[src/logic/arp_pkg.sv]
package arp_pkg;

  // byte 3 goes out first
  typedef logic [3:0][7:0] ipv4_t;

  // byte 5 goes out first
  typedef logic [5:0][7:0] mac_t;

  typedef struct packed {
    mac_t  mac;
    ipv4_t ipv4;
  } dev_t;

  // fields in wire order with the msb first
  typedef struct packed {
    logic [15:0] hw_type;
    logic [15:0] proto;
    logic [7:0]  hlen;
    logic [7:0]  plen;
    logic [15:0] oper;
    mac_t        src_mac;
    ipv4_t       src_ipv4;
    mac_t        dst_mac;
    ipv4_t       dst_ipv4;
  } arp_hdr_t;

  typedef struct packed {
    logic  valid;
    ipv4_t ipv4;
    mac_t  mac;
  } arp_entry_t;

  localparam logic [15:0] ARP_HW_ETH     = 16'h0001;
  localparam logic [15:0] ARP_PROTO_IPV4 = 16'h0800;
  localparam logic [15:0] ARP_OPER_REQ   = 16'h0001;
  localparam logic [15:0] ARP_OPER_REPLY = 16'h0002;

  // address lengths carried in hlen/plen
  localparam logic [7:0] ARP_HLEN_ETH  = 8'd6;
  localparam logic [7:0] ARP_PLEN_IPV4 = 8'd4;

  localparam int ARP_HDR_BYTES = 28;

  localparam mac_t MAC_BROADCAST = '1;

endpackage : arp_pkg
[src/logic/arp_top.sv]
`timescale 1ns/1ns

module arp_top #(
  parameter int ADDR_W        = 4,
  parameter int TIMEOUT_TICKS = 1000
) (
  input  logic              clk,
  input  logic              rst,
  input  arp_pkg::dev_t     dev,
  input  arp_pkg::arp_hdr_t rx_hdr,
  input  logic              rx_hdr_val,
  input  logic              lookup_req,
  input  arp_pkg::ipv4_t    lookup_ipv4,
  output logic              rsp_val,
  output logic              rsp_err,
  output arp_pkg::mac_t     rsp_mac,
  output logic [7:0]        tx_data,
  output logic              tx_val,
  output logic              tx_last
);

  import arp_pkg::*;

  logic              learn_val;
  arp_entry_t        learn_entry;
  arp_hdr_t          tx_hdr;
  logic              send_req;
  logic              tx_busy;

  // entry ram ports
  logic [ADDR_W-1:0] addr_a;
  logic              we_a;
  arp_entry_t        d_a;
  arp_entry_t        q_a;
  logic [ADDR_W-1:0] addr_b;
  arp_entry_t        q_b;

  arp_rx_filter u_rx_filter (
    .clk         (clk),
    .rst         (rst),
    .dev         (dev),
    .rx_hdr      (rx_hdr),
    .rx_hdr_val  (rx_hdr_val),
    .learn_val   (learn_val),
    .learn_entry (learn_entry)
  );

  arp_table #(
    .ADDR_W        (ADDR_W),
    .TIMEOUT_TICKS (TIMEOUT_TICKS)
  ) u_table (
    .clk         (clk),
    .rst         (rst),
    .dev         (dev),
    .learn_val   (learn_val),
    .learn_entry (learn_entry),
    .lookup_req  (lookup_req),
    .lookup_ipv4 (lookup_ipv4),
    .rsp_val     (rsp_val),
    .rsp_err     (rsp_err),
    .rsp_mac     (rsp_mac),
    .tx_hdr      (tx_hdr),
    .send_req    (send_req),
    .tx_busy     (tx_busy),
    .addr_a      (addr_a),
    .we_a        (we_a),
    .d_a         (d_a),
    .q_a         (q_a),
    .addr_b      (addr_b),
    .q_b         (q_b)
  );

  arp_entry_ram #(
    .ADDR_W (ADDR_W)
  ) u_entry_ram (
    .clk    (clk),
    .addr_a (addr_a),
    .we_a   (we_a),
    .d_a    (d_a),
    .q_a    (q_a),
    .addr_b (addr_b),
    .q_b    (q_b)
  );

  arp_tx_serializer u_tx_serializer (
    .clk      (clk),
    .rst      (rst),
    .tx_hdr   (tx_hdr),
    .send_req (send_req),
    .tx_busy  (tx_busy),
    .tx_data  (tx_data),
    .tx_val   (tx_val),
    .tx_last  (tx_last)
  );

endmodule : arp_top

[src/logic/arp_table.sv]
`timescale 1ns/1ns

module arp_table #(
  parameter int ADDR_W        = 4,
  parameter int TIMEOUT_TICKS = 1000
) (
  input  logic                             clk,
  input  logic                             rst,
  input  arp_pkg::dev_t                    dev,
  input  logic                             learn_val,
  input  arp_pkg::arp_entry_t              learn_entry,
  input  logic                             lookup_req,
  input  arp_pkg::ipv4_t                   lookup_ipv4,
  output logic                             rsp_val,
  output logic                             rsp_err,
  output arp_pkg::mac_t                    rsp_mac,
  output arp_pkg::arp_hdr_t                tx_hdr,
  output logic                             send_req,
  input  logic                             tx_busy,
  output logic                [ADDR_W-1:0] addr_a,
  output logic                             we_a,
  output arp_pkg::arp_entry_t              d_a,
  input  arp_pkg::arp_entry_t              q_a,
  output logic                [ADDR_W-1:0] addr_b,
  input  arp_pkg::arp_entry_t              q_b
);

  import arp_pkg::*;

  localparam logic [ADDR_W:0] ENTRIES    = (ADDR_W+1)'(2**ADDR_W);
  localparam logic [ADDR_W:0] LAST_ENTRY = (ADDR_W+1)'(2**ADDR_W - 1);
  localparam int              TMR_W      = $clog2(TIMEOUT_TICKS + 1);
  localparam logic [TMR_W-1:0] TMR_LAST  = TMR_W'(TIMEOUT_TICKS - 1);

  typedef enum logic [2:0] {
    W_CLEAR,
    W_IDLE,
    W_SCAN,
    W_UPD,
    W_ADD
  } w_state_t;

  typedef enum logic [1:0] {
    R_IDLE,
    R_SCAN,
    R_SEND,
    R_WAIT
  } r_state_t;

  w_state_t          w_state;
  logic [ADDR_W:0]   w_cnt;     // clear index and then compare count
  logic [ADDR_W-1:0] w_ptr;     // round robin insert slot
  logic [ADDR_W-1:0] hit_addr;
  arp_entry_t        cur;       // entry being learned

  r_state_t          r_state;
  logic [ADDR_W:0]   r_cnt;
  ipv4_t             look_ip;
  logic [TMR_W-1:0]  tmr;

  // learn side on port a
  always_ff @(posedge clk) begin
    if (rst) begin
      w_state <= W_CLEAR;
      w_cnt   <= '0;
      w_ptr   <= '0;
      addr_a  <= '0;
      we_a    <= 1'b0;
    end else begin
      case (w_state)
        W_CLEAR: begin
          we_a   <= 1'b1;
          addr_a <= w_cnt[ADDR_W-1:0];
          d_a    <= '0;
          w_cnt  <= w_cnt + 1'b1;
          if (w_cnt == LAST_ENTRY) begin
            w_state <= W_IDLE;
          end
        end
        W_IDLE: begin
          we_a   <= 1'b0;
          addr_a <= '0;
          w_cnt  <= '0;
          if (learn_val) begin
            cur     <= learn_entry;
            w_state <= W_SCAN;
          end
        end
        W_SCAN: begin
          // q_a lags addr_a by one so the first compare is at w_cnt == 1
          w_cnt  <= w_cnt + 1'b1;
          addr_a <= addr_a + 1'b1;
          if (w_cnt != '0 && q_a.valid && q_a.ipv4 == cur.ipv4) begin
            hit_addr <= w_cnt[ADDR_W-1:0] - 1'b1;
            w_state  <= W_UPD;
          end else if (w_cnt == ENTRIES) begin
            w_state <= W_ADD;
          end
        end
        W_UPD: begin
          addr_a  <= hit_addr;  // overwrite in place
          d_a     <= cur;
          we_a    <= 1'b1;
          w_state <= W_IDLE;
        end
        W_ADD: begin
          addr_a  <= w_ptr;     // evicts oldest insertion
          d_a     <= cur;
          we_a    <= 1'b1;
          w_ptr   <= w_ptr + 1'b1;
          w_state <= W_IDLE;
        end
        default: w_state <= W_IDLE;
      endcase
    end
  end

  // lookup side on port b
  always_ff @(posedge clk) begin
    if (rst) begin
      r_state  <= R_IDLE;
      r_cnt    <= '0;
      addr_b   <= '0;
      tmr      <= '0;
      rsp_val  <= 1'b0;
      rsp_err  <= 1'b0;
      send_req <= 1'b0;
    end else begin
      rsp_val  <= 1'b0;
      rsp_err  <= 1'b0;
      send_req <= 1'b0;
      case (r_state)
        R_IDLE: begin
          addr_b <= '0;
          r_cnt  <= '0;
          tmr    <= '0;
          if (lookup_req) begin
            look_ip <= lookup_ipv4;
            r_state <= R_SCAN;
          end
        end
        R_SCAN: begin
          r_cnt  <= r_cnt + 1'b1;
          addr_b <= addr_b + 1'b1;
          if (r_cnt != '0 && q_b.valid && q_b.ipv4 == look_ip) begin
            rsp_mac <= q_b.mac;
            rsp_val <= 1'b1;
            r_state <= R_IDLE;
          end else if (r_cnt == ENTRIES) begin
            // no match so build a broadcast request
            tx_hdr.hw_type  <= ARP_HW_ETH;
            tx_hdr.proto    <= ARP_PROTO_IPV4;
            tx_hdr.hlen     <= ARP_HLEN_ETH;
            tx_hdr.plen     <= ARP_PLEN_IPV4;
            tx_hdr.oper     <= ARP_OPER_REQ;
            tx_hdr.src_mac  <= dev.mac;
            tx_hdr.src_ipv4 <= dev.ipv4;
            tx_hdr.dst_mac  <= MAC_BROADCAST;
            tx_hdr.dst_ipv4 <= look_ip;
            r_state         <= R_SEND;
          end
        end
        R_SEND: begin
          if (!tx_busy) begin
            send_req <= 1'b1;
            r_state  <= R_WAIT;
          end
        end
        R_WAIT: begin
          tmr <= tmr + 1'b1;
          if (learn_val && learn_entry.ipv4 == look_ip) begin
            rsp_mac <= learn_entry.mac;  // reply seen
            rsp_val <= 1'b1;
            r_state <= R_IDLE;
          end else if (tmr == TMR_LAST) begin
            rsp_err <= 1'b1;
            r_state <= R_IDLE;
          end
        end
        default: r_state <= R_IDLE;
      endcase
    end
  end

endmodule : arp_table

[src/logic/arp_tx_serializer.sv]
`timescale 1ns/1ns

module arp_tx_serializer (
  input  logic              clk,
  input  logic              rst,
  input  arp_pkg::arp_hdr_t tx_hdr,
  input  logic              send_req,
  output logic              tx_busy,
  output logic [7:0]        tx_data,
  output logic              tx_val,
  output logic              tx_last
);

  import arp_pkg::*;

  localparam int         HDR_W     = $bits(arp_hdr_t);
  localparam logic [4:0] LAST_BYTE = 5'(ARP_HDR_BYTES - 1);

  logic [HDR_W-1:0] sr;       // header with the first byte in the top
  logic [4:0]       byte_cnt;
  logic             active;
  logic             start;

  assign start = send_req && !active;

  always_ff @(posedge clk) begin
    if (rst) begin
      active   <= 1'b0;
      byte_cnt <= '0;
    end else if (start) begin
      active   <= 1'b1;
      byte_cnt <= '0;
    end else if (active) begin
      byte_cnt <= byte_cnt + 1'b1;
      if (byte_cnt == LAST_BYTE) begin
        active <= 1'b0;
      end
    end
  end

  always_ff @(posedge clk) begin
    if (start) begin
      sr <= tx_hdr;
    end else if (active) begin
      sr <= {sr[HDR_W-9:0], 8'h00};
    end
  end

  assign tx_data = sr[HDR_W-1 -: 8];
  assign tx_val  = active;
  // counter parks past the last byte between frames
  assign tx_last = byte_cnt == LAST_BYTE;

  // covers the send_req cycle too
  assign tx_busy = send_req || active;

endmodule : arp_tx_serializer

[src/logic/arp_rx_filter.sv]
`timescale 1ns/1ns

module arp_rx_filter (
  input  logic                clk,
  input  logic                rst,
  input  arp_pkg::dev_t       dev,
  input  arp_pkg::arp_hdr_t   rx_hdr,
  input  logic                rx_hdr_val,
  output logic                learn_val,
  output arp_pkg::arp_entry_t learn_entry
);

  import arp_pkg::*;

  logic fmt_ok;
  logic oper_ok;
  logic accept;

  // ethernet/ipv4 flavour only
  assign fmt_ok = rx_hdr.hw_type == ARP_HW_ETH &&
                  rx_hdr.proto   == ARP_PROTO_IPV4 &&
                  rx_hdr.hlen    == ARP_HLEN_ETH &&
                  rx_hdr.plen    == ARP_PLEN_IPV4;

  assign oper_ok = rx_hdr.oper == ARP_OPER_REQ || rx_hdr.oper == ARP_OPER_REPLY;

  assign accept = rx_hdr_val && fmt_ok && oper_ok &&
                  rx_hdr.dst_ipv4 == dev.ipv4 &&  // must target us
                  rx_hdr.src_ipv4 != '0;

  always_ff @(posedge clk) begin
    if (rst) begin
      learn_val <= 1'b0;
    end else begin
      learn_val <= accept;
    end
  end

  // sender binding
  always_ff @(posedge clk) begin
    if (accept) begin
      learn_entry.valid <= 1'b1;
      learn_entry.ipv4  <= rx_hdr.src_ipv4;
      learn_entry.mac   <= rx_hdr.src_mac;
    end
  end

endmodule : arp_rx_filter

[src/logic/arp_entry_ram.sv]
`timescale 1ns/1ns

module arp_entry_ram #(
  parameter int ADDR_W = 4
) (
  input  logic                [ADDR_W-1:0] addr_a,
  input  logic                             clk,
  input  logic                             we_a,
  input  arp_pkg::arp_entry_t              d_a,
  output arp_pkg::arp_entry_t              q_a,
  input  logic                [ADDR_W-1:0] addr_b,
  output arp_pkg::arp_entry_t              q_b
);

  import arp_pkg::*;

  arp_entry_t mem [2**ADDR_W];

  // port a reads before it writes
  always_ff @(posedge clk) begin
    if (we_a) begin
      mem[addr_a] <= d_a;
    end
    q_a <= mem[addr_a];
  end

  // port b is the read only lookup side
  always_ff @(posedge clk) begin
    q_b <= mem[addr_b];
  end

endmodule : arp_entry_ram

[config.mk]
export PLATFORM = sky130hd
export DESIGN_NAME = arp_top
export DESIGN_NICKNAME = d
export VERILOG_FILES = /design/src/logic/arp_pkg.sv /design/src/logic/arp_top.sv /design/src/logic/arp_table.sv /design/src/logic/arp_tx_serializer.sv /design/src/logic/arp_rx_filter.sv /design/src/logic/arp_entry_ram.sv
export SDC_FILE = /design/constraint.sdc
export NUM_CORES = 2
export LEC_CHECK = 0
export BUFFER_PORTS_ARGS = -buffer_cell sky130_fd_sc_hd__clkbuf_2
export CORE_MARGIN = 3
export CORE_UTILIZATION = 41
export CTS_CLUSTER_SIZE = 14
export DETAILED_ROUTE_END_ITERATION = 10
export PLACE_DENSITY_LB_ADDON = 0.15
export SKIP_CTS_REPAIR_TIMING = 1
export SLEW_MARGIN = 20
export SYNTH_ARGS = -nofsm -noshare
export SYNTH_HDL_FRONTEND = slang
export SYNTH_HIERARCHICAL = 1
export SYNTH_SLANG_ARGS = --single-unit
[constraint.sdc]
create_clock -name clk -period 9.89 [get_ports clk]
set_input_delay 0.4945 -clock clk [delete_from_list [all_inputs] [get_ports clk]]
set_output_delay 0.4945 -clock clk [all_outputs]
set_load 0.05 [all_outputs]
[Word-level counts from Yosys, hierarchy flattened]
Memory sizes are Yosys's and may differ from the RTL's. A register that Yosys moved wholly into a read port is not among the register bits.
Cells that the tools add are included.
W data, S select, Z words.
Storage, ports and cells
  logic and storage cells: 194
  memories: 1
  register bits after elaboration: 709
  ROM bits: 0
  bits in latches: 0
  input bits: 340
  RAM bits: 1296
  output and inout bits: 60
Memory list
  u_entry_ram.mem: depth 16, bits a word 81, read ports 2, clocked after memory_dff 2, wr ports 1, line arp_entry_ram.sv:17  | arp_entry_t mem [2**ADDR_W];
Operators by class
  $lt $le $gt $ge: 0
  shift-type cells: 0
  reduce and logical (&&, ||, !) cells: 43
  multiplexer cells: 34
  div/mod/pow operators: 0
  eq/ne operators: 31
  multipliers: 0
  bitwise operators: 4
  add/subtract/negate cells: 8
Operators with widths (number)
  $mux W224: 1
  $pmux W81 S2: 1
  $mux W160: 1
  $eq A32 B32 Y1: 4
  $mux W48: 2
  $pmux W48 S2: 1
  $eq A16 B1 Y1 const B: 2
  $reduce_bool A32 Y1: 1
  $pmux W10 S2: 1
  $pmux W4 S5: 1
  $pmux W5 S2: 2
  $eq A16 B12 Y1 const B: 1
  $eq A16 B2 Y1 const B: 1
  $eq A8 B3 Y1 const B: 2
  $add A5 B1 Y5 const B: 3
  $eq A5 B5 Y1 const B: 3
  $reduce_bool A5 Y1: 3
  $reduce_bool A2 Y1: 7
  $logic_and A1 B1 Y1: 13
  $add A4 B1 Y4 const B: 3
  $mux W2: 6
  $mux W3: 4
  $reduce_and A3 Y1: 4
  $reduce_and A4 Y1: 3
  other kinds (25): 50

[Depth between registers and ports, before layout]
  word-level depth: 8
  depth in mapped cells: 8
  mapped depth without buffers: 8

[Hierarchy]
Netlist, hierarchy kept.
Modules (own cells, without submodules)
  arp_entry_ram: area an instance 61084.8 µm², times used 1, seq. area each 42160.4 µm², cells an instance 2840
  arp_table: area an instance 16075.4 µm², times used 1, seq. area each 11571.1 µm², cells an instance 1034
  arp_tx_serializer: area an instance 10737.8 µm², times used 1, seq. area each 6846.6 µm², cells an instance 508
  arp_rx_filter: area an instance 3047.9 µm², times used 1, seq. area each 2422.3 µm², cells an instance 162

[Worst setup path after synthesis]
Ideal clock, no wire load.
  path type: input -> register
  start: input dev[31] in the netlist's numbering
  end: register, netlist name u_rx_filter/learn_entry[0]
  data required time: 9274 ps
  data arrival time: 7026 ps
  setup time: 616 ps
  path buffers: 0
  setup slack: 2248 ps
  cell stages on the path: 5
  cells stage by stage: xor2_1 -> nor4_2 -> nand4_1 -> or4_4 -> nor3_1
Between the ends
  cells in the longest elaborated chain, start to end: 3
RTL lines
  from (decl): line arp_top.sv:9  | input arp_pkg::dev_t dev,
  $eq A32 B32 Y1: line arp_rx_filter.sv:28  | rx_hdr.dst_ipv4 == dev.ipv4 &&
  $logic_and A1 B1 Y1: line arp_rx_filter.sv:27  | assign accept = rx_hdr_val && fmt_ok && oper_ok &&
  $logic_and A1 B1 Y1: line arp_rx_filter.sv:28
  net u_rx_filter.accept: line arp_rx_filter.sv:17  | logic accept;
The timed path passes the listed nets, and every way through them passes these cells.
A chain may end at the register's enable or synchronous reset.

[Final worst setup path]
  start: register u_table.addr_a[0]
  end: memory u_entry_ram/mem[15][13] in the netlist's numbering, enable pin
RTL lines
  from (decl): line arp_table.sv:20  | output logic [ADDR_W-1:0] addr_a,
  from (signal assigned): line arp_table.sv:73  | addr_a <= w_cnt[ADDR_W-1:0];
  from (signal assigned): line arp_table.sv:92  | addr_a <= addr_a + 1'b1;
  from (signal assigned): line arp_table.sv:101  | addr_a <= hit_addr;
  to (decl): line arp_entry_ram.sv:17
No word-level cell before the write port.

==> flow_summary.json <==
{
  "status": "complete, no violations",
  "start_util_pct": 41.3,
  "timing.fmax_mhz": 240,
  "dr.pass1.iters": 6,
  "routed_via_density": 5.47,
  "dpl_cell_area_um2": 88600,
  "ir_drop_v": 0.000190,
  "area_growth_pct": 15.8,
  "grt_pass1_vias": 41900,
  "slew_violations": 0,
  "dpl.cell_count": 6998,
  "startpoint_type": "flop",
  "instances_no_fill": 7623,
  "worst_pin_slew_ns": 1.08,
  "top_layer_used": "met5",
  "hold_path_class": "in -> reg",
  "hold_viol": 0,
  "overflow": 0,
  "clock_sinks": 2120,
  "nets": 5079,
  "cp_data_required_time_ns": 10.34,
  "pre_cts_slack_ns": 5.59,
  "grt_pass1_wl_um": 302000,
  "via_count": 41700,
  "dp_hpwl_um": 118000,
  "rrSetupSlack_ns": 5.72,
  "rsz0062_at_grt": "no",
  "clk_pin_slew_ns": 0.06,
  "slew_headroom_pct": 27.8,
  "powerDensity_nw_per_um2": 211,
  "coreArea_um2": 205000,
  "wl_met2_um": 103000,
  "cp-end-kind": "flop",
  "avgSynthCellArea_um2": 20.5,
  "finalWorstSetupSlack_ns": 5.72,
  "wl_met3_um": 15300,
  "yosysWarnings": 6,
  "setup_tns_ns": 0,
  "tritoncts": "built",
  "route.detailed.wl_per_inst_um": 28.2,
  "cap_viol_max_count": 0,
  "drc": 0,
  "post-route-util_pct": 47.8,
  "grt_start_max_net_pins": 109,
  "die_w_um": 460,
  "wl_met1_um": 91200,
  "cts_root_buffer": "clkbuf_16",
  "htreeDepth": 4,
  "place_congestion": 0.787,
  "final.min_clock_period_ns": 4.17,
  "clk_latency_ns": 0.87,
  "final_area_um2": 97900,
  "report.final.setup_viol": 0,
  "cts_buffers": 220,
  "post-route-period-util_pct": 42.2,
  "dieArea_um2": 212000,
  "cp.arrival_ns": 4.62,
  "drtIter0Drc": 4079,
  "finClkSkew_ns": 0.0623,
  "rows": 166,
  "n_fill_cell": 17000,
  "die_h_um": 460,
  "synth_area_um2": 84500,
  "wl_um": 215000,
  "drive_above_1_share_pct": 31.3,
  "path_max_fanout": 38,
  "multi_input_area_um2": 20600,
  "numPortBuffers": 351,
  "seqCellArea_um2": 62100,
  "cts_buffer_depth": 3,
  "antenna_found_initial": 28,
  "io_pins": 400,
  "ant_nets": 0,
  "synthCells": 4114,
  "leakage_nw": 32.2,
  "worst-setup-path-type": "reg -> reg",
  "grtUsageTotal_pct": 20.0
}
registers in the layout, summed over array words and instances (netlist names), 3 cells and up, named ones only:
| signal | count |
|---|---|
| u_entry_ram/mem | 1296 |
| u_tx_serializer/sr | 224 |
| u_table/tx_hdr | 112 |
| u_entry_ram/q_b | 81 |
| u_table/cur | 81 |
| u_table/d_a | 81 |
| u_rx_filter/learn_entry | 80 |
| u_table/rsp_mac | 48 |
| u_entry_ram/q_a | 33 |
| u_table/look_ip | 32 |
| u_table/tmr | 10 |
| u_table/r_cnt | 5 |
| u_table/w_cnt | 5 |
| u_tx_serializer/byte_cnt | 5 |
| u_table/addr_a | 4 |
| u_table/addr_b | 4 |
| u_table/hit_addr | 4 |
| u_table/w_ptr | 4 |
| u_table/w_state | 3 |
worst max-delay path, cell delays in order (launching register included):
cell,delay (ns)
dfxtp_4,0.87
nand3_1,0.51
nor2_4,0.80
buf_4,0.79
buf_4,0.73
area by class of cell:
type / instances / share of cell area, %
Antenna cell: 13 / 0.0332
Clock buffer: 307 / 6.35
Clock inverter: 113 / 1.11
Inverter: 18 / 0.0767
Multi-Input combinational cell: 1737 / 21.1
Sequential cell: 2120 / 63.4
Tap cell: 2688 / 3.44
Timing Repair Buffer: 627 / 4.49
cells in the final DEF (no fill, tap or decap), types with 42 or more instances in the layout:
| cell type | n |
|---|---|
| xor2_1 | 130 |
| and2_1 | 87 |
| mux2_4 | 197 |
| nand2_1 | 142 |
| a22oi_1 | 230 |
| clkbuf_16 | 222 |
| clkinv_2 | 42 |
| buf_4 | 78 |
| mux2_2 | 69 |
| clkbuf_2 | 351 |
| clkbuf_1 | 51 |
| dfxtp_1 | 158 |
| dlygate4sd3_1 | 192 |
| mux4_2 | 456 |
| conb_1 | 113 |
| edfxtp_1 | 1958 |
| nor4_1 | 42 |
per-layer routing:
metal	vias up	global-route usage [%]
li1	17800	-
met1	22000	27.4
met2	1550	32.1
met3	306	4.63
met4	10	5.59
met5	-	0
power breakdown:
part,switching [mW],total (mW),internal [mW]
clock,3.49,8.25,4.76
sequential,0.236,10.3,10.1
combinational,1.05,2.06,1.01
total,4.77,20.6,15.9
final timing paths:
check,from,to,depth (start not counted)
max,u_table/addr_a[0],u_entry_ram/mem[15][13],4
min,rx_hdr[168],u_rx_filter/learn_val,5
max reg2reg,u_table/addr_a[0],u_entry_ram/mem[15][13],4
min reg2reg,u_rx_filter/learn_entry[9],u_table/cur[9],0
per-stage QoR:
| stage | power [mW] | hold WS, ns |
|---|---|---|
| after floorplan | 12.0 | 0.420 |
| after global placement | 12.5 | 0.422 |
| after detailed placement | 12.5 | 0.429 |
| after CTS | 20.8 | -0.281 |
| after global routing | 21.4 | 0.0791 |
| final | 20.6 | 0.110 |
Power figures use the tool's default switching activity.
